$ cat src/hw/video_macros.svh
// Video controller constants
`ifndef VIDEO_MACROS_SVH
`define VIDEO_MACROS_SVH

// raster totals, in pixel periods and lines
`define VID_H_TOTAL 448 // 88 blank + 360 active max
`define VID_V_TOTAL 320 // 32 blank + 288 active max

// CPU register map
`define VID_REG_VCONF   8'h00 // mode, resolution, nogfx
`define VID_REG_VPAGE   8'h01 // video page
`define VID_REG_XOFFS_L 8'h02 // scroll offset bits 7:0
`define VID_REG_XOFFS_H 8'h03 // scroll offset bit 8 in data bit 0

// classic page port, page write that is taken mid-line
`define VID_REG_7FFD    8'hfd

// phase divider reaches c3 at this count
`define VID_PH_C3       2'd3

// one line before wrap
`define VID_H_LAST      (`VID_H_TOTAL - 1)
`define VID_V_LAST      (`VID_V_TOTAL - 1)

`endif

$ cat src/hw/video_cfg_pkg.sv
// Video configuration types
package video_cfg_pkg;

	// video modes, as written by the CPU
	typedef enum logic [2:0]
	{
		M_ZX = 3'h0, // ZX screen
		M_HC = 3'h1, // 16 colours
		M_XC = 3'h2, // 256 colours
		M_TX = 3'h3, // text
		M_T2 = 3'h4, // reserved, falls back to ZX
		M_T0 = 3'h5, // ZX hi-res test
		M_T1 = 3'h6, // reserved
		M_T3 = 3'h7  // reserved
	} vid_mode_e;

	// renderer modes
	typedef enum logic [1:0]
	{
		R_ZX = 2'h0,
		R_HC = 2'h1,
		R_XC = 2'h2,
		R_TX = 2'h3
	} vid_render_e;

	// raster resolutions
	typedef enum logic [1:0]
	{
		RES_256X192 = 2'h0,
		RES_320X200 = 2'h1,
		RES_320X240 = 2'h2,
		RES_360X288 = 2'h3
	} vid_rres_e;

	// configuration byte layout, msb first
	typedef struct packed
	{
		vid_rres_e  rres;  // bits 7:6
		logic       nogfx; // bit 5, graphics off
		logic [1:0] rsvd;  // bits 4:3
		vid_mode_e  mode;  // low bits
	} vid_conf_t;

	// visible window in raster coordinates
	typedef struct packed
	{
		logic [8:0] hpix_beg;
		logic [8:0] hpix_end;
		logic [8:0] vpix_beg;
		logic [8:0] vpix_end;
		logic [5:0] x_tiles; // tiles per line incl. partial one
	} vid_window_t;

endpackage

$ cat src/hw/video_fetch_pkg.sv
// Video fetch types
package video_fetch_pkg;

	// raster position as seen by the decoder
	typedef struct packed
	{
		logic [7:0] cnt_col;    // column inside window
		logic [8:0] cnt_row;    // row inside window
		logic       cptr;       // column parity
		logic [3:0] fetch_cnt;  // fetch phase
		logic       pix_start;  // window begin, on c3
		logic       line_start; // hcount zero, on c3
	} vid_pos_t;

	// DRAM fetch request
	typedef struct packed
	{
		logic        stb;  // one cycle, on c3
		logic [20:0] addr; // DRAM word address
		logic [3:0]  sel;  // byte lanes to latch
		logic [1:0]  bsl;  // byte select
		logic [4:0]  bw;   // bandwidth class
		logic [7:0]  col;
		logic [8:0]  row;
	} vid_fetch_t;

endpackage

$ cat src/hw/video_regs.sv
// Video register block
`timescale 1ns/100ps
`include "video_macros.svh"

module video_regs
(
	input  logic                      clk,
	input  logic                      arst_n,
	input  logic                      wr_stb,  // single cycle CPU write
	input  logic [7:0]                wr_addr,
	input  logic [7:0]                wr_data,
	output video_cfg_pkg::vid_conf_t  vconf,
	output logic [7:0]                vpage,
	output logic [8:0]                x_offs,
	output logic                      page_wr  // pulse after 7ffd write
);

	import video_cfg_pkg::*;

	logic wr_7ffd; // page port hit

	assign wr_7ffd = wr_stb && (wr_addr == `VID_REG_7FFD);

	// config, page and scroll registers
	always_ff @(posedge clk or negedge arst_n)
	begin
		if (!arst_n)
		begin
			vconf  <= '0; // M_ZX, 256x192
			vpage  <= '0;
			x_offs <= '0;
		end
		else if (wr_stb)
		begin
			case (wr_addr)
				`VID_REG_VCONF:   vconf       <= vid_conf_t'(wr_data);
				`VID_REG_VPAGE:   vpage       <= wr_data; // taken at line start
				`VID_REG_XOFFS_L: x_offs[7:0] <= wr_data;
				`VID_REG_XOFFS_H: x_offs[8]   <= wr_data[0];
				`VID_REG_7FFD:    vpage       <= wr_data; // also taken mid-line
				default:          ;
			endcase
		end
	end

	// strobe lines up with the new vpage value
	always_ff @(posedge clk or negedge arst_n)
	begin
		if (!arst_n)
			page_wr <= 1'b0;
		else
			page_wr <= wr_7ffd;
	end

endmodule

$ cat src/hw/video_raster.sv
// Raster timing
`timescale 1ns/100ps
`include "video_macros.svh"

module video_raster
(
	input  logic                       clk,
	input  logic                       arst_n,
	input  video_cfg_pkg::vid_window_t window, // from the decoder
	output video_fetch_pkg::vid_pos_t  pos,
	output logic                       f1,     // every 2nd clk
	output logic                       c3      // every 4th clk
);

	import video_cfg_pkg::*;
	import video_fetch_pkg::*;

	logic [1:0] ph;   // clock phase divider
	logic [8:0] hcnt; // pixel period in line
	logic [8:0] vcnt; // line in frame
	logic       h_last;
	logic       vis_h;
	logic       vis_v;
	logic       vis;

	assign f1 = ph[0];
	assign c3 = (ph == `VID_PH_C3);

	assign h_last = (hcnt == 9'(`VID_H_LAST));
	assign vis_h  = (hcnt >= window.hpix_beg) && (hcnt < window.hpix_end);
	assign vis_v  = (vcnt >= window.vpix_beg) && (vcnt < window.vpix_end);
	assign vis    = vis_h && vis_v;

	// strobes ride on c3
	assign pos.line_start = c3 && (hcnt == 9'd0);
	assign pos.pix_start  = c3 && vis_v && (hcnt == window.hpix_beg);

	always_ff @(posedge clk or negedge arst_n)
	begin
		if (!arst_n)
			ph <= '0;
		else
			ph <= ph + 2'd1;
	end

	// horizontal and vertical counters
	always_ff @(posedge clk or negedge arst_n)
	begin
		if (!arst_n)
		begin
			hcnt <= '0;
			vcnt <= '0;
		end
		else if (c3)
		begin
			hcnt <= h_last ? 9'd0 : hcnt + 9'd1;
			if (h_last)
				vcnt <= (vcnt == 9'(`VID_V_LAST)) ? 9'd0 : vcnt + 9'd1;
		end
	end

	// column side, held at zero outside the window so it restarts at pix_start
	always_ff @(posedge clk or negedge arst_n)
	begin
		if (!arst_n)
		begin
			pos.cnt_col   <= '0;
			pos.cptr      <= 1'b0;
			pos.fetch_cnt <= '0;
		end
		else if (c3)
		begin
			if (vis)
			begin
				pos.cnt_col   <= pos.cnt_col + 8'd1;
				pos.cptr      <= ~pos.cptr;
				pos.fetch_cnt <= pos.fetch_cnt + 4'd1;
			end
			else
			begin
				pos.cnt_col   <= '0;
				pos.cptr      <= 1'b0;
				pos.fetch_cnt <= '0; // no phase match at zero, so no fetch
			end
		end
	end

	// row counts visible lines only
	always_ff @(posedge clk or negedge arst_n)
	begin
		if (!arst_n)
			pos.cnt_row <= '0;
		else if (c3 && h_last)
			pos.cnt_row <= vis_v ? pos.cnt_row + 9'd1 : 9'd0;
	end

endmodule

$ cat src/hw/video_mode.sv
// Video mode decoder
`timescale 1ns/100ps

module video_mode
(
	input  logic                        clk,
	input  logic                        arst_n,
	input  video_cfg_pkg::vid_conf_t    vconf,
	input  logic [7:0]                  vpage,
	input  logic [8:0]                  x_offs,
	input  logic                        page_wr,
	input  video_fetch_pkg::vid_pos_t   pos,
	input  logic                        f1,
	input  logic                        c3,
	input  logic [15:0]                 txt_char, // two char codes from DRAM
	output video_cfg_pkg::vid_window_t  window,
	output video_cfg_pkg::vid_render_e  render_mode,
	output logic [9:0]                  x_offs_mode,
	output logic [4:0]                  go_offs,
	output logic                        pix_stb,
	output logic                        tv_hires,
	output logic                        vga_hires,
	output logic                        nogfx,
	output video_fetch_pkg::vid_fetch_t fetch,
	output logic [7:0]                  vpage_d
);

	import video_cfg_pkg::*;
	import video_fetch_pkg::*;

	vid_conf_t   vconf_d;  // per-line copy
	logic [8:0]  x_offs_d;
	vid_mode_e   vmod;
	logic        line_cyc;
	logic        ftch;     // fetch phase match
	logic [3:0]  sel_zx;
	logic [3:0]  txt_sel;
	logic [1:0]  txt_bsl;
	logic [11:0] addr_zx_gfx;
	logic [11:0] addr_zx_atr;
	logic [20:0] addr_zx;
	logic [20:0] addr_16c;
	logic [20:0] addr_256c;
	logic [13:0] addr_tx;
	logic [20:0] addr_text;

	assign vmod     = vconf_d.mode;
	assign nogfx    = vconf_d.nogfx;
	assign line_cyc = pos.line_start && c3;

	// config and scroll taken once per line, hires seen by vga a line late
	always_ff @(posedge clk or negedge arst_n)
	begin
		if (!arst_n)
		begin
			vconf_d   <= '0;
			x_offs_d  <= '0;
			vga_hires <= 1'b0;
		end
		else if (line_cyc)
		begin
			vconf_d   <= vconf;
			x_offs_d  <= x_offs;
			vga_hires <= tv_hires;
		end
	end

	// page also follows a 7ffd write mid-line
	always_ff @(posedge clk or negedge arst_n)
	begin
		if (!arst_n)
			vpage_d <= '0;
		else if (line_cyc || page_wr)
			vpage_d <= vpage;
	end

	assign tv_hires = (vmod == M_TX) || (vmod == M_T0); // double pixel rate
	assign pix_stb  = tv_hires ? f1 : c3;

	// 16c moves by half, 256c by double, bit 0 kept as fine step
	assign x_offs_mode = {(vmod == M_XC) ? {x_offs_d[8:1], 1'b0} : {1'b0, x_offs_d[8:1]},
		x_offs_d[0]};

	// ZX: pixels at even columns, attributes at odd ones
	assign sel_zx      = {~pos.cptr, ~pos.cptr, pos.cptr, pos.cptr};
	assign addr_zx_gfx = {pos.cnt_row[7:6], pos.cnt_row[2:0], pos.cnt_row[5:3], pos.cnt_col[4:1]};
	assign addr_zx_atr = {3'b110, pos.cnt_row[7:3], pos.cnt_col[4:1]};
	assign addr_zx     = {vpage_d, 1'b0, pos.cnt_col[0] ? addr_zx_atr : addr_zx_gfx};
	assign addr_16c    = {vpage_d[7:3], pos.cnt_row, pos.cnt_col[6:0]}; // linear
	assign addr_256c   = {vpage_d[7:4], pos.cnt_row, pos.cnt_col};      // linear
	assign addr_text   = {vpage_d[7:1], addr_tx};

	// text phase table, col counter already advanced at fetch time
	always_comb
	begin
		case (pos.cnt_col[1:0])
			2'd0:
			begin
				txt_sel = 4'b0010; // font of char1
				txt_bsl = {2{pos.cnt_row[0]}};
				addr_tx = {~vpage_d[0], 3'b000, txt_char[15:8], pos.cnt_row[2:1]};
			end
			2'd1:
			begin
				txt_sel = 4'b0011; // char codes
				txt_bsl = 2'b10;
				addr_tx = {vpage_d[0], pos.cnt_row[8:3], 1'b0, pos.cnt_col[7:2]};
			end
			2'd2:
			begin
				txt_sel = 4'b1100; // attributes
				txt_bsl = 2'b10;
				addr_tx = {vpage_d[0], pos.cnt_row[8:3], 1'b1, pos.cnt_col[7:2]};
			end
			default:
			begin
				txt_sel = 4'b0001; // font of char0
				txt_bsl = {2{pos.cnt_row[0]}};
				addr_tx = {~vpage_d[0], 3'b000, txt_char[7:0], pos.cnt_row[2:1]};
			end
		endcase
	end

	// mode table, bw[4:3] cycle group 11=8 01=4 00=2, bw[2:0] cycles used
	always_comb
	begin
		render_mode = R_ZX; // reserved modes fall back to ZX
		go_offs     = 5'd18;
		fetch.bw    = 5'b11001; // 1 of 8
		fetch.sel   = sel_zx;
		fetch.bsl   = 2'b10;
		fetch.addr  = addr_zx;
		case (vmod)
			M_HC:
			begin
				render_mode = R_HC;
				go_offs     = 5'd6;
				fetch.bw    = 5'b01001; // 1 of 4
				fetch.sel   = {~pos.cptr, ~pos.cptr, 2'b11};
				fetch.addr  = addr_16c;
			end
			M_XC:
			begin
				render_mode = R_XC;
				go_offs     = 5'd4;
				fetch.bw    = 5'b00001; // 1 of 2
				fetch.sel   = {~pos.cptr, ~pos.cptr, 2'b11};
				fetch.addr  = addr_256c;
			end
			M_TX:
			begin
				render_mode = R_TX;
				go_offs     = 5'd10;
				fetch.bw    = 5'b11100; // 4 of 8
				fetch.sel   = txt_sel;
				fetch.bsl   = txt_bsl;
				fetch.addr  = addr_text;
			end
			M_T0:
			begin
				go_offs  = 5'd10;
				fetch.bw = 5'b11010; // 2 of 8, hi-res ZX
			end
			default: ;
		endcase
	end

	// fetch phase per render mode, counter sits at zero outside the window
	always_comb
	begin
		case (render_mode)
			R_HC:    ftch = &pos.fetch_cnt[1:0];
			R_XC:    ftch = pos.fetch_cnt[0];
			default: ftch = &pos.fetch_cnt;
		endcase
	end

	assign fetch.stb = (pos.pix_start || ftch) && c3;
	assign fetch.col = pos.cnt_col;
	assign fetch.row = pos.cnt_row;

	// raster resolution table
	always_comb
	begin
		case (vconf_d.rres)
			RES_320X200: window = '{9'd108, 9'd428, 9'd76, 9'd276, 6'd41};
			RES_320X240: window = '{9'd108, 9'd428, 9'd56, 9'd296, 6'd41};
			RES_360X288: window = '{9'd88, 9'd448, 9'd32, 9'd320, 6'd46}; // full raster
			default:     window = '{9'd140, 9'd396, 9'd80, 9'd272, 6'd33};
		endcase
	end

endmodule

$ cat src/hw/video_top.sv
// Video mode decoding top
`timescale 1ns/100ps

module video_top
(
	input  logic                        clk,
	input  logic                        arst_n,
	input  logic                        wr_stb,
	input  logic [7:0]                  wr_addr,
	input  logic [7:0]                  wr_data,
	input  logic [15:0]                 txt_char,
	output video_fetch_pkg::vid_fetch_t fetch,
	output video_cfg_pkg::vid_window_t  window,
	output video_cfg_pkg::vid_render_e  render_mode,
	output logic                        pix_stb,
	output logic                        vga_hires,
	output logic                        nogfx,
	output logic [9:0]                  x_offs_mode,
	output logic [4:0]                  go_offs
);

	import video_cfg_pkg::*;
	import video_fetch_pkg::*;

	vid_conf_t  vconf;
	logic [7:0] vpage;
	logic [8:0] x_offs;
	logic       page_wr;
	vid_pos_t   pos;
	logic       f1;
	logic       c3;

	// CPU registers
	video_regs u_regs
	(
		.clk     (clk),
		.arst_n  (arst_n),
		.wr_stb  (wr_stb),
		.wr_addr (wr_addr),
		.wr_data (wr_data),
		.vconf   (vconf),
		.vpage   (vpage),
		.x_offs  (x_offs),
		.page_wr (page_wr)
	);

	// window closes the loop back from the decoder
	video_raster u_raster
	(
		.clk    (clk),
		.arst_n (arst_n),
		.window (window),
		.pos    (pos),
		.f1     (f1),
		.c3     (c3)
	);

	video_mode u_mode
	(
		.clk         (clk),
		.arst_n      (arst_n),
		.vconf       (vconf),
		.vpage       (vpage),
		.x_offs      (x_offs),
		.page_wr     (page_wr),
		.pos         (pos),
		.f1          (f1),
		.c3          (c3),
		.txt_char    (txt_char),
		.window      (window),
		.render_mode (render_mode),
		.x_offs_mode (x_offs_mode),
		.go_offs     (go_offs),
		.pix_stb     (pix_stb),
		.tv_hires    (),  // only used inside the decoder
		.vga_hires   (vga_hires),
		.nogfx       (nogfx),
		.fetch       (fetch),
		.vpage_d     ()
	);

endmodule

$ cat config.mk
export PLATFORM = sky130hd
export DESIGN_NAME = video_top
export DESIGN_NICKNAME = d
export VERILOG_FILES = /design/src/hw/video_cfg_pkg.sv /design/src/hw/video_fetch_pkg.sv /design/src/hw/video_regs.sv /design/src/hw/video_raster.sv /design/src/hw/video_mode.sv /design/src/hw/video_top.sv
export VERILOG_INCLUDE_DIRS = /design/src /design/src/hw
export SDC_FILE = /design/constraint.sdc
export NUM_CORES = 1
export LEC_CHECK = 0
export ABC_AREA = 1
export BUFFER_PORTS_ARGS = -buffer_cell sky130_fd_sc_hd__clkbuf_2
export CORE_MARGIN = 2
export CORE_UTILIZATION = 50
export DETAILED_ROUTE_END_ITERATION = 8
export MAX_ROUTING_LAYER = met4
export PLACE_DENSITY_LB_ADDON = 0.25
export SLEW_MARGIN = 40
export SYNTH_ARGS = -nofsm -noshare
export SYNTH_HDL_FRONTEND = slang
export SYNTH_SLANG_ARGS = --single-unit
export TNS_END_PERCENT = 30
$ cat constraint.sdc
create_clock -name clk -period 3.3 [get_ports clk]
set_input_delay 0.165 -clock clk [delete_from_list [all_inputs] [get_ports clk]]
set_output_delay 0.165 -clock clk [all_outputs]
set_load 0.02 [all_outputs]
# Word level (Yosys, flattened, before mapping)
# Cells that the tools add are included.
# W data, S select, Z words.
# totals
regBits	90
latch_bits	0
ramBits	0
romBits	0
input_bits	35
out_inout_bits	112
word_cells	95
memories	0
# classes
n_addsub	6
multipliers	0
div_mod_pow	0
n_lt_le_gt_ge	4
eq_ne	19
n_shift	0
n_mux	18
bitwise	2
n_reduce_logical	26
# ops
cell	n
$pmux W41 S3	1
$pmux W21 S3	1
$pmux W14 S3	1
$mux W9	4
$add A9 B1 Y9 const B	3
$pmux W5 S4	1
$eq A9 B9 Y1 const B	2
$ge A9 B9 Y1	2
$lt A9 B9 Y1	2
$eq A8 B2 Y1 const B	2
$pmux W5 S3	1
$mux W12	1
$pmux W4 S3	1
$reduce_and A2 Y1	6
$eq A2 B2 Y1 const B	5
$logic_and A1 B1 Y1	10
$eq A9 B9 Y1	1
$logic_not A9 Y1	1
$add A8 B1 Y8 const B	1
$eq A8 B1 Y1 const B	1
$eq A8 B8 Y1 const B	1
$logic_not A8 Y1	1
$mux W8	1
$eq A2 B1 Y1 const B	3
other kinds (15)	22

# Longest topological paths before layout
# Gate-level depths: netlist of the first run.
# logic_depth
depth_word	8
depth_mapped	15
mapped_depth_nobuf	14

# By module
# From an unflattened synthesis of the first run, not the netlist that was laid out.
# hier_totals
hier_cells	932
hier_area_um2	6705.2
# modules_own_cells
mod	n_inst	cells_per_inst	area_each_um2	seq_area_each_um2
video_raster	1	418	3104.2	1051.0
video_mode	1	394	2427.3	600.6
video_regs	1	120	1173.6	650.6

# Worst setup path before layout of the first run
# No wires, ideal clock.
# synth_path
path_type	reg2out
start	register u_mode.vconf_d[6] (netlist bit)
end	output fetch[49] (netlist bit)
t_arrival_ns	2.796
setup_slack_ns	0.339
stages_incl_launch_ff	13
path_buffers	0
cell_sequence	dfrtp_1 -> ha_1 -> inv_1 -> a21oi_1 -> inv_1 -> ha_1 -> nand2_1 -> nor2_1 -> nand3_1 -> nand3_1 -> nand2_1 -> or2_2 -> a21oi_1
# synth_lines
element	line	source
start: declaration	video_mode.sv:31	vid_conf_t vconf_d;
start signal: assignment	video_mode.sv:62	vconf_d <= vconf;
end: declaration	video_top.sv:12	output video_fetch_pkg::vid_fetch_t fetch,

==> report_table.html, run 1 <==
<table>
<tr><th>Metric</th><th>Value</th></tr>
<tr><th colspan="2">Status</th></tr>
<tr><td>Outcome</td><td>finished, final reports clean</td></tr>
<tr><th colspan="2">Floorplanning</th></tr>
<tr><td>Initial Util</td><td>0.509</td></tr>
<tr><td>Total I/O pin count</td><td>147</td></tr>
<tr><td>Row count</td><td>39</td></tr>
<tr><td>Die extent in y</td><td>~110 um</td></tr>
<tr><td>Die Footprint</td><td>about 12000 um2</td></tr>
<tr><td>Floorplan Core Area</td><td>11300 um2</td></tr>
<tr><td>Die width</td><td>between 100 and 150 um</td></tr>
<tr><th colspan="2">Timing</th></tr>
<tr><td>Maximum clock frequency</td><td>roughly 330 MHz</td></tr>
<tr><td>Setup repair after global routing missed its margin</td><td>no</td></tr>
<tr><td>Count of pins over their slew limit</td><td>0</td></tr>
<tr><td>Slew at the pin closest to its max-slew limit</td><td>around 710 ps</td></tr>
<tr><td>Period Utilization, post-route</td><td>0.908</td></tr>
<tr><td>Tmin final</td><td>3000 ps</td></tr>
<tr><td>Setup total negative slack</td><td>0 ps</td></tr>
<tr><td>Number of setup violations in the final report</td><td>0</td></tr>
<tr><td>Final-report hold violation count</td><td>0</td></tr>
<tr><td>Final setup skew</td><td>roughly 9.7 ps</td></tr>
<tr><td>Relative max-transition margin</td><td>0.522</td></tr>
<tr><th colspan="2">Clock network</th></tr>
<tr><td>Number of levels in the clock H-tree</td><td>3</td></tr>
<tr><td>Buffer type at the clock tree root</td><td>sky130_fd_sc_hd__clkbuf_16</td></tr>
<tr><td>Worst-path clk slew</td><td>about 70 ps</td></tr>
<tr><td>TritonCTS clock tree</td><td>done</td></tr>
<tr><td>Sinks on the clock net</td><td>90</td></tr>
<tr><td>Worst-skew pair later-pin latency</td><td>340 ps</td></tr>
<tr><td>Clock Path Buffers</td><td>2</td></tr>
<tr><td>Cts bufs inserted</td><td>9</td></tr>
<tr><th colspan="2">Critical path</th></tr>
<tr><td>Largest driver fanout on the critical path</td><td>9</td></tr>
<tr><td>Capture point of the critical path</td><td>fetch[49]</td></tr>
<tr><td>Critical path capture point type</td><td>output port</td></tr>
<tr><td>WP data arrival</td><td>about 2800 ps</td></tr>
<tr><td>Path depth of the worst reg2reg path</td><td>13</td></tr>
<tr><td>Critical path origin</td><td>u_mode.vconf_d[6]</td></tr>
<tr><td>Worst flop-to-flop path endpoint</td><td>u_raster.pos[16]</td></tr>
<tr><td>Crit path required time</td><td>3130 ps</td></tr>
<tr><td>Startpoint of the worst register-to-register path</td><td>u_mode.vconf_d[6]</td></tr>
<tr><td>Register-to-register setup slack</td><td>around 380 ps</td></tr>
<tr><td>Path type of the worst setup path</td><td>flop to output port</td></tr>
<tr><td>Worst Setup Start Kind</td><td>flop</td></tr>
<tr><th colspan="2">Placed design</th></tr>
<tr><td>Buffers added on ports</td><td>between 100 and 150</td></tr>
<tr><td>Final weighted congestion in routability-driven placement</td><td>~0.88</td></tr>
<tr><td>Placed Cells incl. Taps</td><td>between 900 and 1000</td></tr>
<tr><td>Post-Place Cell Area</td><td>approximately 6000 um2</td></tr>
<tr><td>Estimated wirelength of the detail-placed design</td><td>between 10000 and 15000 um</td></tr>
<tr><th colspan="2">Synthesis</th></tr>
<tr><td>Post-synth EDFFs</td><td>0</td></tr>
<tr><td>Post-synthesis instance total</td><td>approximately 730</td></tr>
<tr><td>Post-Synthesis Mean Instance Area</td><td>between 7 and 8 um2</td></tr>
<tr><td>Post-synth design cell area</td><td>slightly below 6000 um2</td></tr>
<tr><td>Warning count from the yosys run</td><td>0</td></tr>
<tr><td>Top_reg_cell synth</td><td>sky130_fd_sc_hd__dfrtp_1</td></tr>
<tr><td>Number of storage elements in the synthesis netlist</td><td>90</td></tr>
<tr><td>Post-synthesis sequential area ratio</td><td>0.391</td></tr>
<tr><td>Share of synthesized registers carrying an async set or reset</td><td>1.00</td></tr>
<tr><td>Distinct cell type count after synthesis</td><td>42</td></tr>
<tr><th colspan="2">Routing</th></tr>
<tr><td>Length of the first detailed-routing pass in iterations</td><td>5</td></tr>
<tr><td>Via density</td><td>about 5.3</td></tr>
<tr><td>1st-iter DRT viols</td><td>339</td></tr>
<tr><td>Overall via count from detail_route</td><td>5105</td></tr>
<tr><td>Total detailed-routing wirelength</td><td>14200 um</td></tr>
<tr><td>Count of unresolved DRC violations after routing</td><td>0</td></tr>
<tr><td>Routed wire per std cell</td><td>14.8 um</td></tr>
<tr><td>Number of nets with antenna violations after detailed routing</td><td>0</td></tr>
<tr><th colspan="2">Global route</th></tr>
<tr><td>Remaining Overflow, GRT</td><td>0</td></tr>
<tr><td>Largest net degree at the start of global routing</td><td>87</td></tr>
<tr><td>Antenna violations before repair</td><td>0</td></tr>
<tr><td>Total routing resource utilization after global routing</td><td>0.239</td></tr>
<tr><td>Number of global-route vias before repair</td><td>between 4000 and 5000</td></tr>
<tr><td>First-pass GRT wire length</td><td>around 24000 um</td></tr>
<tr><th colspan="2">Layout</th></tr>
<tr><td>Share of post-route cells with drive strength above 1</td><td>0.216</td></tr>
<tr><td>Final instance area</td><td>about 6500 um2</td></tr>
<tr><td>Area Overhead vs Synth</td><td>12.3%</td></tr>
<tr><td>Final antenna diode count</td><td>0</td></tr>
<tr><td>Layout fillers</td><td>approximately 1100</td></tr>
<tr><td>Count of non-filler cells in the finished layout</td><td>956</td></tr>
<tr><td># nets final</td><td>876</td></tr>
<tr><td>Final core utilization</td><td>0.572</td></tr>
<tr><th colspan="2">Job</th></tr>
<tr><td>Max Cap Violations</td><td>0</td></tr>
<tr><th colspan="2">Worst hold path</th></tr>
<tr><td>Worst Hold Class</td><td>primary input to flop</td></tr>
<tr><td>Number of cells on the worst hold path</td><td>2</td></tr>
<tr><th colspan="2">Power and ir drop</th></tr>
<tr><td>Power Density</td><td>between 300 and 400 nW/um2</td></tr>
<tr><td>Total leakage power</td><td>between 3 and 4 nW</td></tr>
<tr><td>Power after layout</td><td>0.00228 W</td></tr>
<tr><td>Peak supply drop</td><td>0.000253 V</td></tr>
</table>
==> what timing repair did <==
item	in CTS	in global routing
setup buffers	0	0
hold buffers	1	0
gates resized for setup	0	0
endpoints found under the hold margin	85	0
==> where the power goes <==
part	switching, W	internal, W
clock	0.000445	0.000593
sequential	0.0000104	0.00112
combinational	0.0000775	0.0000344
total	0.000533	0.00175
==> cell usage in the layout, fill, tap and decap left out, types with 10 or more instances in the layout <==
| cell | synthesis | layout |
|---|---|---|
| sky130_fd_sc_hd__nand2_1 | 140 | 140 |
| sky130_fd_sc_hd__mux2_2 | 15 | 15 |
| sky130_fd_sc_hd__nor3_1 | 19 | 19 |
| sky130_fd_sc_hd__nand3_1 | 24 | 24 |
| sky130_fd_sc_hd__dfrtp_1 | 90 | 90 |
| sky130_fd_sc_hd__inv_1 | 85 | 85 |
| sky130_fd_sc_hd__o211ai_1 | 10 | 10 |
| sky130_fd_sc_hd__o21ai_0 | 60 | 60 |
| sky130_fd_sc_hd__xor2_1 | 15 | 15 |
| sky130_fd_sc_hd__conb_1 | 2 | 20 |
| sky130_fd_sc_hd__ha_1 | 32 | 32 |
| sky130_fd_sc_hd__nor2_1 | 58 | 58 |
| sky130_fd_sc_hd__clkbuf_2 | 0 | 125 |
| sky130_fd_sc_hd__a21oi_1 | 51 | 50 |
==> worst min-delay path by stage <==
stage	slack [ps]	start	end
global placement	390	wr_addr[1]	u_regs.page_wr
finish	50	wr_addr[1]	u_regs.page_wr
CTS	40	wr_addr[1]	u_regs.page_wr
global route	60	wr_addr[1]	u_regs.page_wr
floorplan	-130	arst_n	u_mode.nogfx
detailed placement	270	arst_n	u_raster.pos[22]
==> metrics by stage <==
| stage | hold slack, ps | worst slack, ps |
|---|---|---|
| floorplan | -131 | 339 |
| global placement | 389 | 602 |
| detailed placement | 271 | 371 |
| CTS | 40.1 | 259 |
| global route | 64.7 | 12.5 |
| finish | 49.1 | 304 |
==> Yosys cell counts (3+ instances only) <==
cell type	count	area, um2
sky130_fd_sc_hd__nor3_1	19	95.1
sky130_fd_sc_hd__a22oi_1	6	45.0
sky130_fd_sc_hd__mux2_2	15	169
sky130_fd_sc_hd__nand4_1	6	37.5
sky130_fd_sc_hd__nand3_1	24	120
sky130_fd_sc_hd__clkbuf_1	12	45.0
sky130_fd_sc_hd__xor2_1	15	131
sky130_fd_sc_hd__nand2_2	3	18.8
sky130_fd_sc_hd__ha_1	32	400
sky130_fd_sc_hd__o211ai_1	10	75.1
sky130_fd_sc_hd__dfrtp_1	90	2250
sky130_fd_sc_hd__buf_4	58	435
sky130_fd_sc_hd__nand2_1	140	526
sky130_fd_sc_hd__buf_2	6	30.0
sky130_fd_sc_hd__inv_1	85	319
sky130_fd_sc_hd__nor2_1	58	218
sky130_fd_sc_hd__a21oi_1	51	255
sky130_fd_sc_hd__o221ai_1	4	35.0
sky130_fd_sc_hd__nor2_4	3	33.8
sky130_fd_sc_hd__o2111ai_1	3	26.3
sky130_fd_sc_hd__o21ai_0	60	300
==> area by class of cell <==
type | instances | area [um2] | share of cell area
Clock buffer | 9 | 225 | 0.0348
Clock inverter | 6 | 75.1 | 0.0116
Inverter | 87 | 327 | 0.0504
Multi-Input combinational cell | 490 | 2740 | 0.423
Sequential cell | 90 | 2250 | 0.348
Tap cell | 143 | 179 | 0.0276
Timing Repair Buffer | 131 | 679 | 0.105
==> registers in the layout (all words and copies together), names as in the netlist <==
name	count
u_mode.nogfx	1
u_mode.vconf_d	2
u_mode.vga_hires	1
u_mode.vmod	3
u_mode.vpage_d	8
u_mode.x_offs_d	9
u_raster.hcnt	9
u_raster.ph	2
u_raster.pos	22
u_raster.vcnt	9
u_regs.page_wr	1
u_regs.vconf	6
u_regs.vpage	8
u_regs.x_offs	9
==> kinds of logic (layout without fill, tap and decap cells) <==
logic type,Yosys count,in the layout,synth area share
AOI/OAI and AO/OA,140,140,0.135
xor gates and xnor gates,16,16,0.0243
adders and majority gates,32,32,0.0694
buffers and inverters,164,233,0.147
DFF,90,90,0.391
muxes,16,16,0.0310
other,2,20,0.00130
and+or+nand+nor,266,266,0.201
==> critical path: stages (launching register included) <==
cell	delay [ps]
sky130_fd_sc_hd__dfrtp_1	400
sky130_fd_sc_hd__ha_1	300
sky130_fd_sc_hd__inv_1	220
sky130_fd_sc_hd__a21oi_1	210
sky130_fd_sc_hd__inv_1	60
sky130_fd_sc_hd__ha_1	290
sky130_fd_sc_hd__nand2_1	50
sky130_fd_sc_hd__nor2_1	80
sky130_fd_sc_hd__nand3_1	80
sky130_fd_sc_hd__nand3_1	80
sky130_fd_sc_hd__nand2_1	80
sky130_fd_sc_hd__or2_2	310
sky130_fd_sc_hd__a21oi_1	140
sky130_fd_sc_hd__clkbuf_2	180
==> per-layer routing <==
layer,global-route usage,up-vias,wire [um]
li1,-,2468,-
met2,0.385,179,6890
met3,0.0338,24,777
met1,0.306,2434,6210
met4,0.0955,0,286
met5,-,-,0
Note: power is estimated with default switching activity, not from simulation.
==> run 2: changes to the inputs <==
--- a/config.mk
+++ b/config.mk
@@ -11,7 +11,6 @@
 export CORE_MARGIN = 2
 export CORE_UTILIZATION = 50
 export DETAILED_ROUTE_END_ITERATION = 8
-export MAX_ROUTING_LAYER = met4
 export PLACE_DENSITY_LB_ADDON = 0.25
 export SLEW_MARGIN = 40
 export SYNTH_ARGS = -nofsm -noshare
==> report_table.html, run 2 (same netlist as run 1, synthesis figures left out) <==
<table>
<tr><th>Metric</th><th>Value</th></tr>
<tr><th colspan="2">Status</th></tr>
<tr><td>Outcome</td><td>finished, final reports clean</td></tr>
<tr><th colspan="2">Floorplanning</th></tr>
<tr><td>Row count</td><td>39</td></tr>
<tr><td>Total I/O pin count</td><td>147</td></tr>
<tr><td>Die extent in y</td><td>roughly 110 um</td></tr>
<tr><td>Initial Util</td><td>0.509</td></tr>
<tr><td>Die Footprint</td><td>roughly 12000 um2</td></tr>
<tr><td>Die width</td><td>between 100 and 150 um</td></tr>
<tr><td>Floorplan Core Area</td><td>between 10000 and 15000 um2</td></tr>
<tr><th colspan="2">Timing</th></tr>
<tr><td>Maximum clock frequency</td><td>between 300 and 400 MHz</td></tr>
<tr><td>Setup repair after global routing missed its margin</td><td>no</td></tr>
<tr><td>Final setup skew</td><td>around 9.4 ps</td></tr>
<tr><td>Number of setup violations in the final report</td><td>0</td></tr>
<tr><td>Hold_ws</td><td>between 40 and 50 ps</td></tr>
<tr><td>Setup total negative slack</td><td>0 ps</td></tr>
<tr><td>Count of pins over their slew limit</td><td>0</td></tr>
<tr><td>Period Utilization, post-route</td><td>0.900</td></tr>
<tr><td>Tmin final</td><td>2970 ps</td></tr>
<tr><td>Relative max-transition margin</td><td>0.541</td></tr>
<tr><td>Final-report hold violation count</td><td>0</td></tr>
<tr><td>Slew at the pin closest to its max-slew limit</td><td>about 680 ps</td></tr>
<tr><th colspan="2">Global route</th></tr>
<tr><td>Remaining Overflow, GRT</td><td>0</td></tr>
<tr><td>Number of global-route vias before repair</td><td>around 4900</td></tr>
<tr><td>Total routing resource utilization after global routing</td><td>0.232</td></tr>
<tr><td>Antenna violations before repair</td><td>0</td></tr>
<tr><td>First-pass GRT wire length</td><td>between 20000 and 25000 um</td></tr>
<tr><td>Largest net degree at the start of global routing</td><td>between 80 and 90</td></tr>
<tr><th colspan="2">Clock network</th></tr>
<tr><td>Count of instances resized after the clock tree is built</td><td>0</td></tr>
<tr><td>Worst-path clk slew</td><td>about 70 ps</td></tr>
<tr><td>Clock Path Buffers</td><td>2</td></tr>
<tr><td>Setup repair bufs after CTS</td><td>0</td></tr>
<tr><td>Number of levels in the clock H-tree</td><td>3</td></tr>
<tr><td>Buffer type at the clock tree root</td><td>sky130_fd_sc_hd__clkbuf_16</td></tr>
<tr><td>Worst-skew pair later-pin latency</td><td>340 ps</td></tr>
<tr><td>Cts bufs inserted</td><td>9</td></tr>
<tr><td>TritonCTS clock tree</td><td>done</td></tr>
<tr><td>Sinks on the clock net</td><td>90</td></tr>
<tr><th colspan="2">Layout</th></tr>
<tr><td>Share of post-route cells with drive strength above 1</td><td>0.216</td></tr>
<tr><td>Final antenna diode count</td><td>0</td></tr>
<tr><td>Commonest non-fill, non-tap cells in the layout</td><td>sky130_fd_sc_hd__nand2_1 (140), sky130_fd_sc_hd__clkbuf_2 (125), sky130_fd_sc_hd__dfrtp_1 (90), sky130_fd_sc_hd__inv_1 (85), sky130_fd_sc_hd__o21ai_0 (60)</td></tr>
<tr><td>Final instance area</td><td>around 6500 um2</td></tr>
<tr><td>Largest register FFs</td><td>22</td></tr>
<tr><td># nets final</td><td>876</td></tr>
<tr><td>Area Overhead vs Synth</td><td>12.3%</td></tr>
<tr><td>Most frequent standard cell in the layout excluding fill and tap cells</td><td>sky130_fd_sc_hd__nand2_1</td></tr>
<tr><td>Most flop-heavy register</td><td>u_raster.pos</td></tr>
<tr><th colspan="2">Placed design</th></tr>
<tr><td>Final weighted congestion in routability-driven placement</td><td>~0.87</td></tr>
<tr><td>Estimated wirelength of the detail-placed design</td><td>10600 um</td></tr>
<tr><td>Buffers added on ports</td><td>around 130</td></tr>
<tr><td>Post-Place Cell Area</td><td>6160 um2</td></tr>
<tr><th colspan="2">Critical path</th></tr>
<tr><td>Critical path capture point type</td><td>output port</td></tr>
<tr><td>Crit path required time</td><td>about 3100 ps</td></tr>
<tr><td>Register-to-register setup slack</td><td>approximately 410 ps</td></tr>
<tr><td>Path type of the worst setup path</td><td>flop to output port</td></tr>
<tr><td>Worst Setup Start Kind</td><td>flop</td></tr>
<tr><td>Largest driver fanout on the critical path</td><td>9</td></tr>
<tr><td>WP data arrival</td><td>roughly 2800 ps</td></tr>
<tr><th colspan="2">Routing</th></tr>
<tr><td>Length of the first detailed-routing pass in iterations</td><td>4</td></tr>
<tr><td>Overall via count from detail_route</td><td>between 5000 and 6000</td></tr>
<tr><td>Total detailed-routing wirelength</td><td>around 14000 um</td></tr>
<tr><td>1st-iter DRT viols</td><td>328</td></tr>
<tr><td>Routed wire per std cell</td><td>~15 um</td></tr>
<tr><td>Via density</td><td>roughly 5.4</td></tr>
<tr><td>Count of unresolved DRC violations after routing</td><td>0</td></tr>
<tr><td>Number of nets with antenna violations after detailed routing</td><td>0</td></tr>
<tr><th colspan="2">Job</th></tr>
<tr><td>Max Cap Violations</td><td>0</td></tr>
<tr><th colspan="2">Power and ir drop</th></tr>
<tr><td>Total leakage power</td><td>3.37 nW</td></tr>
<tr><td>Power Density</td><td>about 350 nW/um2</td></tr>
<tr><td>Peak supply drop</td><td>approximately 0.00025 V</td></tr>
<tr><th colspan="2">Worst hold path</th></tr>
<tr><td>Worst Hold Class</td><td>primary input to flop</td></tr>
</table>
## run 2: area by class of cell
class | instances | area [um2]
multi-input cells | 490 | 2740
clock buffers | 9 | 225
clock inverters | 6 | 75.1
repair buffers | 131 | 679
well taps | 143 | 179
flip-flops and latches | 90 | 2250
inverters | 87 | 327
fillers | 1064 | 4850
## run 2: final timing paths
path	from	end	cells after the start
max in group asynchronous	arst_n	u_raster.vcnt[5]	3
min in group asynchronous	arst_n	u_raster.pos[22]	2
min	wr_addr[1]	u_regs.page_wr	2
min reg2reg	u_raster.ph[0]	u_raster.ph[0]	1
max	u_mode.vconf_d[6]	fetch[49]	13
max reg2reg	u_mode.vconf_d[6]	u_raster.pos[16]	13
## run 2: metal layers
layer	track usage	up-vias	share of wire
li1	-	2471	-
met1	0.309	2434	0.44
met2	0.381	195	0.48
met3	0.0376	25	0.061
met4	0.0955	0	0.021
met5	0	-	0
## run 2: stage by stage
step,total power (W),util,std cells,worst slack [ps]
global route,0.00236,0.572,956,11.2
detailed placement,0.00127,0.544,940,371
finish,0.00228,0.572,956,330
floorplan,0.00122,-,744,339
global placement,0.00126,0.544,940,602
CTS,0.00230,0.572,956,259
## run 2: repair_timing
item | 4_1_cts | 5_1_grt
endpoints found under the setup margin | 0 | 0
hold endpoints to repair | 85 | 0
hold buffers | 1 | 0
## run 2: power by group
part | switching [W] | internal, W
clock network | 0.000445 | 0.000593
registers | 0.0000103 | 0.00112
logic | 0.0000774 | 0.0000344
## run 2: worst max-delay path, cell delays in order, from the launching register on
cell and delay [ps]:
sky130_fd_sc_hd__dfrtp_1 400, sky130_fd_sc_hd__ha_1 290, sky130_fd_sc_hd__inv_1 220, sky130_fd_sc_hd__a21oi_1 210, sky130_fd_sc_hd__inv_1 60, sky130_fd_sc_hd__ha_1 290, sky130_fd_sc_hd__nand2_1 50, sky130_fd_sc_hd__nor2_1 80
sky130_fd_sc_hd__nand3_1 80, sky130_fd_sc_hd__nand3_1 80, sky130_fd_sc_hd__nand2_1 80, sky130_fd_sc_hd__or2_2 310, sky130_fd_sc_hd__a21oi_1 140, sky130_fd_sc_hd__clkbuf_2 180
==> run 3: changes to the inputs <==
--- a/config.mk
+++ b/config.mk
@@ -6,7 +6,6 @@
 export SDC_FILE = /design/constraint.sdc
 export NUM_CORES = 1
 export LEC_CHECK = 0
-export ABC_AREA = 1
 export BUFFER_PORTS_ARGS = -buffer_cell sky130_fd_sc_hd__clkbuf_2
 export CORE_MARGIN = 2
 export CORE_UTILIZATION = 50
==> report_table.html, run 3 <==
<table>
<tr><th>Metric</th><th>Value</th></tr>
<tr><th colspan="2">Layout</th></tr>
<tr><td>Most flop-heavy register</td><td>u_raster.pos</td></tr>
<tr><td>Area Overhead vs Synth</td><td>12.2%</td></tr>
<tr><td># nets final</td><td>~760</td></tr>
<tr><td>Final instance area</td><td>between 6000 and 7000 um2</td></tr>
<tr><td>Commonest non-fill, non-tap cells in the layout</td><td>sky130_fd_sc_hd__clkbuf_2 (125), sky130_fd_sc_hd__dfrtp_1 (90), sky130_fd_sc_hd__nand2_1 (53), sky130_fd_sc_hd__mux2_2 (47), sky130_fd_sc_hd__o21ai_0 (37)</td></tr>
<tr><td>Largest register FFs</td><td>22</td></tr>
<tr><td>Most frequent standard cell in the layout excluding fill and tap cells</td><td>sky130_fd_sc_hd__clkbuf_2</td></tr>
<tr><td>Layout fillers</td><td>969</td></tr>
<tr><td>Share of post-route cells with drive strength above 1</td><td>0.313</td></tr>
<tr><td>Final antenna diode count</td><td>0</td></tr>
<tr><th colspan="2">Status</th></tr>
<tr><td>Outcome</td><td>finished, final reports clean</td></tr>
<tr><th colspan="2">Power and ir drop</th></tr>
<tr><td>Register share of total power</td><td>0.508</td></tr>
<tr><td>Power after layout</td><td>between 0.002 and 0.0025 W</td></tr>
<tr><td>Switching power total</td><td>roughly 0.00052 W</td></tr>
<tr><td>Clock network power share</td><td>0.436</td></tr>
<tr><td>Share of total power consumed by net switching</td><td>0.234</td></tr>
<tr><td>Combinational cell fraction of total power</td><td>0.055</td></tr>
<tr><td>Total leakage power</td><td>3.36 nW</td></tr>
<tr><td>Peak supply drop</td><td>between 0.0003 and 0.0004 V</td></tr>
<tr><td>Pint</td><td>0.00171 W</td></tr>
<tr><td>Power Density</td><td>roughly 340 nW/um2</td></tr>
<tr><th colspan="2">Synthesis</th></tr>
<tr><td>Post-synth EDFFs</td><td>0</td></tr>
<tr><td>Post-synth design cell area</td><td>around 5900 um2</td></tr>
<tr><td>Share of synthesized registers carrying an async set or reset</td><td>1.00</td></tr>
<tr><td>Most common cell in the netlist</td><td>sky130_fd_sc_hd__dfrtp_1</td></tr>
<tr><td>Top_reg_cell synth</td><td>sky130_fd_sc_hd__dfrtp_1</td></tr>
<tr><td>Largest area contributor in the synthesized netlist</td><td>sky130_fd_sc_hd__dfrtp_1</td></tr>
<tr><td>Distinct cell type count after synthesis</td><td>64</td></tr>
<tr><td>Proportion of netlist area held by the largest area contributor</td><td>0.382</td></tr>
<tr><td>Post-synthesis sequential area ratio</td><td>0.382</td></tr>
<tr><td>Post-Synthesis Mean Instance Area</td><td>between 9 and 10 um2</td></tr>
<tr><td>List of most frequent post-synthesis cells</td><td>sky130_fd_sc_hd__dfrtp_1 (90), sky130_fd_sc_hd__buf_4 (57), sky130_fd_sc_hd__nand2_1 (53)</td></tr>
<tr><td>Leading post-synthesis cells by cell area</td><td>sky130_fd_sc_hd__dfrtp_1 (38%), sky130_fd_sc_hd__mux2_2 (9.0%), sky130_fd_sc_hd__buf_4 (7.3%)</td></tr>
<tr><td>Warning count from the yosys run</td><td>0</td></tr>
<tr><td>Post-synthesis instance total</td><td>611</td></tr>
<tr><td>Number of storage elements in the synthesis netlist</td><td>90</td></tr>
<tr><th colspan="2">Critical path</th></tr>
<tr><td>Register-to-register setup slack</td><td>460 ps</td></tr>
<tr><td>Critical path capture point type</td><td>output port</td></tr>
<tr><td>WP data arrival</td><td>around 2900 ps</td></tr>
<tr><td>Slowest library cell on the worst path</td><td>sky130_fd_sc_hd__dfrtp_1</td></tr>
<tr><td>Path type of the worst setup path</td><td>flop to output port</td></tr>
<tr><td>Delay of the slowest cell on the worst path</td><td>a little over 400 ps</td></tr>
<tr><td>Capture point of the critical path</td><td>fetch[49]</td></tr>
<tr><td>Startpoint of the worst register-to-register path</td><td>u_mode.vconf_d[6]</td></tr>
<tr><td>Largest driver fanout on the critical path</td><td>5</td></tr>
<tr><td>Path length in cells of the critical path</td><td>11</td></tr>
<tr><td>Crit path required time</td><td>approximately 3100 ps</td></tr>
<tr><td>Critical path cell sequence</td><td>inv_1, ha_1, or2_2, inv_1, ha_1, a2111o_1, a31oi_1, o21ai_0, nand3_1, a21oi_1, clkbuf_2</td></tr>
<tr><td>Worst flop-to-flop path endpoint</td><td>u_raster.pos[12]</td></tr>
<tr><td>Worst Setup Start Kind</td><td>flop</td></tr>
<tr><td>Critical path buffer and inverter count</td><td>3</td></tr>
<tr><td>Critical path origin</td><td>u_mode.vconf_d[6]</td></tr>
<tr><td>Delay-heaviest family, CP</td><td>compound AO/OA/AOI/OAI gates</td></tr>
<tr><td>Path depth of the worst reg2reg path</td><td>11</td></tr>
<tr><th colspan="2">Clock network</th></tr>
<tr><td>Cts bufs inserted</td><td>9</td></tr>
<tr><td>Buffer type at the clock tree root</td><td>sky130_fd_sc_hd__clkbuf_16</td></tr>
<tr><td>Number of levels in the clock H-tree</td><td>3</td></tr>
<tr><td>Clock Path Buffers</td><td>2</td></tr>
<tr><td>Setup repair bufs after CTS</td><td>0</td></tr>
<tr><td>Worst-skew pair later-pin latency</td><td>roughly 340 ps</td></tr>
<tr><td>Worst-path clk slew</td><td>70 ps</td></tr>
<tr><td>TritonCTS clock tree</td><td>done</td></tr>
<tr><td>Sinks on the clock net</td><td>90</td></tr>
<tr><th colspan="2">Routing</th></tr>
<tr><td>Overall via count from detail_route</td><td>between 4000 and 5000</td></tr>
<tr><td>1st-iter DRT viols</td><td>411</td></tr>
<tr><td>Via density</td><td>about 5.8</td></tr>
<tr><td>Number of nets with antenna violations after detailed routing</td><td>0</td></tr>
<tr><td>Routed wire per std cell</td><td>17.4 um</td></tr>
<tr><td>Length of the first detailed-routing pass in iterations</td><td>9</td></tr>
<tr><td>Total detailed-routing wirelength</td><td>about 15000 um</td></tr>
<tr><td>Count of unresolved DRC violations after routing</td><td>0</td></tr>
<tr><th colspan="2">Timing</th></tr>
<tr><td>Final setup skew</td><td>5.89 ps</td></tr>
<tr><td>Setup repair after global routing missed its margin</td><td>no</td></tr>
<tr><td>Tmin final</td><td>3070 ps</td></tr>
<tr><td>Slew at the pin closest to its max-slew limit</td><td>roughly 680 ps</td></tr>
<tr><td>Period Utilization, post-route</td><td>0.932</td></tr>
<tr><td>Relative max-transition margin</td><td>0.544</td></tr>
<tr><td>Maximum clock frequency</td><td>about 330 MHz</td></tr>
<tr><td>Setup total negative slack</td><td>0 ps</td></tr>
<tr><td>Final-report hold violation count</td><td>0</td></tr>
<tr><td>Count of pins over their slew limit</td><td>0</td></tr>
<tr><td>Number of setup violations in the final report</td><td>0</td></tr>
<tr><th colspan="2">Floorplanning</th></tr>
<tr><td>Row count</td><td>39</td></tr>
<tr><td>Initial Util</td><td>0.514</td></tr>
<tr><td>Total I/O pin count</td><td>between 100 and 150</td></tr>
<tr><td>Floorplan Core Area</td><td>between 10000 and 15000 um2</td></tr>
<tr><td>Die width</td><td>113 um</td></tr>
<tr><td>Die Footprint</td><td>~13000 um2</td></tr>
<tr><td>Die extent in y</td><td>roughly 110 um</td></tr>
<tr><th colspan="2">Global route</th></tr>
<tr><td>Antenna violations before repair</td><td>0</td></tr>
<tr><td>Number of global-route vias before repair</td><td>between 4000 and 5000</td></tr>
<tr><td>Remaining Overflow, GRT</td><td>0</td></tr>
<tr><td>First-pass GRT wire length</td><td>23600 um</td></tr>
<tr><td>Largest net degree at the start of global routing</td><td>between 80 and 90</td></tr>
<tr><td>Total routing resource utilization after global routing</td><td>0.233</td></tr>
<tr><th colspan="2">Placed design</th></tr>
<tr><td>Estimated wirelength of the detail-placed design</td><td>around 11000 um</td></tr>
<tr><td>Buffers added on ports</td><td>roughly 130</td></tr>
<tr><td>Final weighted congestion in routability-driven placement</td><td>about 0.9</td></tr>
<tr><td>Post-Place Cell Area</td><td>~6300 um2</td></tr>
<tr><th colspan="2">Worst hold path</th></tr>
<tr><td>Worst Hold Class</td><td>primary input to flop</td></tr>
<tr><th colspan="2">Job</th></tr>
<tr><td>Max Cap Violations</td><td>0</td></tr>
</table>
[run 3: stage by stage]
step	std cells	worst slack [ps]	hold WS, ps	utilization
2_1_floorplan	629	468	-131	-
3_3_place_gp	826	580	409	0.551
3_5_place_dp	826	485	279	0.552
4_1_cts	843	194	58.5	0.577
5_1_grt	843	43.1	55.8	0.577
6_report	843	226	64.8	0.577
[run 3: cell families (layout without fill, tap and decap cells)]
family / Yosys count / in the layout / synth area share
buf+inv: 117 / 188 / 0.112
flops: 90 / 90 / 0.382
other cells: 2 / 20 / 0.00127
fa+ha+maj: 32 / 32 / 0.0679
xor+xnor: 17 / 17 / 0.0252
compound gates: 114 / 114 / 0.131
mux: 60 / 60 / 0.119
simple gates: 179 / 179 / 0.162
[run 3: what timing repair did]
item,CTS,global route
endpoints found under the hold margin,85,0
gates resized for setup,0,0
hold buffers,1,0
setup endpoints to repair,0,0
[run 3: layout make-up]
cell class,count,area (um2),share of cell area
multi-input combinational,422,3050,0.461
clock inverter,5,38.8,0.00586
inverter,35,131,0.0198
sequential,90,2250,0.340
tap,143,179,0.0270
timing repair buffer,137,724,0.109
clock buffer,11,243,0.0367
[run 3: worst min-delay path by stage]
stage | end | start | depth (start not counted)
2_1_floorplan | u_mode.nogfx | arst_n | 0
3_3_place_gp | u_regs.page_wr | wr_addr[1] | 2
3_5_place_dp | u_raster.vcnt[8] | arst_n | 1
4_1_cts | u_regs.vpage[4] | wr_data[4] | 2
5_1_grt | u_regs.vpage[4] | wr_data[4] | 2
6_report | u_regs.page_wr | wr_addr[1] | 2
[run 3: worst register-to-register path: cells and delay by family (launching register included)]
family	cells	cell delay, ps
compound gates	5	1060
fa+ha+maj	2	500
buf+inv	3	430
flops	1	410
simple gates	1	310
[run 3: layer usage]
metal  vias up  wire length [um]  track usage
met1      2367              6190        0.308
met4         0               214       0.0707
met3        18              1070       0.0556
met2       200              7200        0.380
li1       2285                 -            -
met5         -                 0            0
[run 3: power groups by stage]
stage          clock, W  sequential, W  combinational [W]
2_1_floorplan         0        0.00115          0.0000833
3_3_place_gp          0        0.00115           0.000120
3_5_place_dp          0        0.00115           0.000124
4_1_cts        0.000986        0.00113           0.000125
5_1_grt         0.00104        0.00113           0.000137
6_report       0.000972        0.00113           0.000124
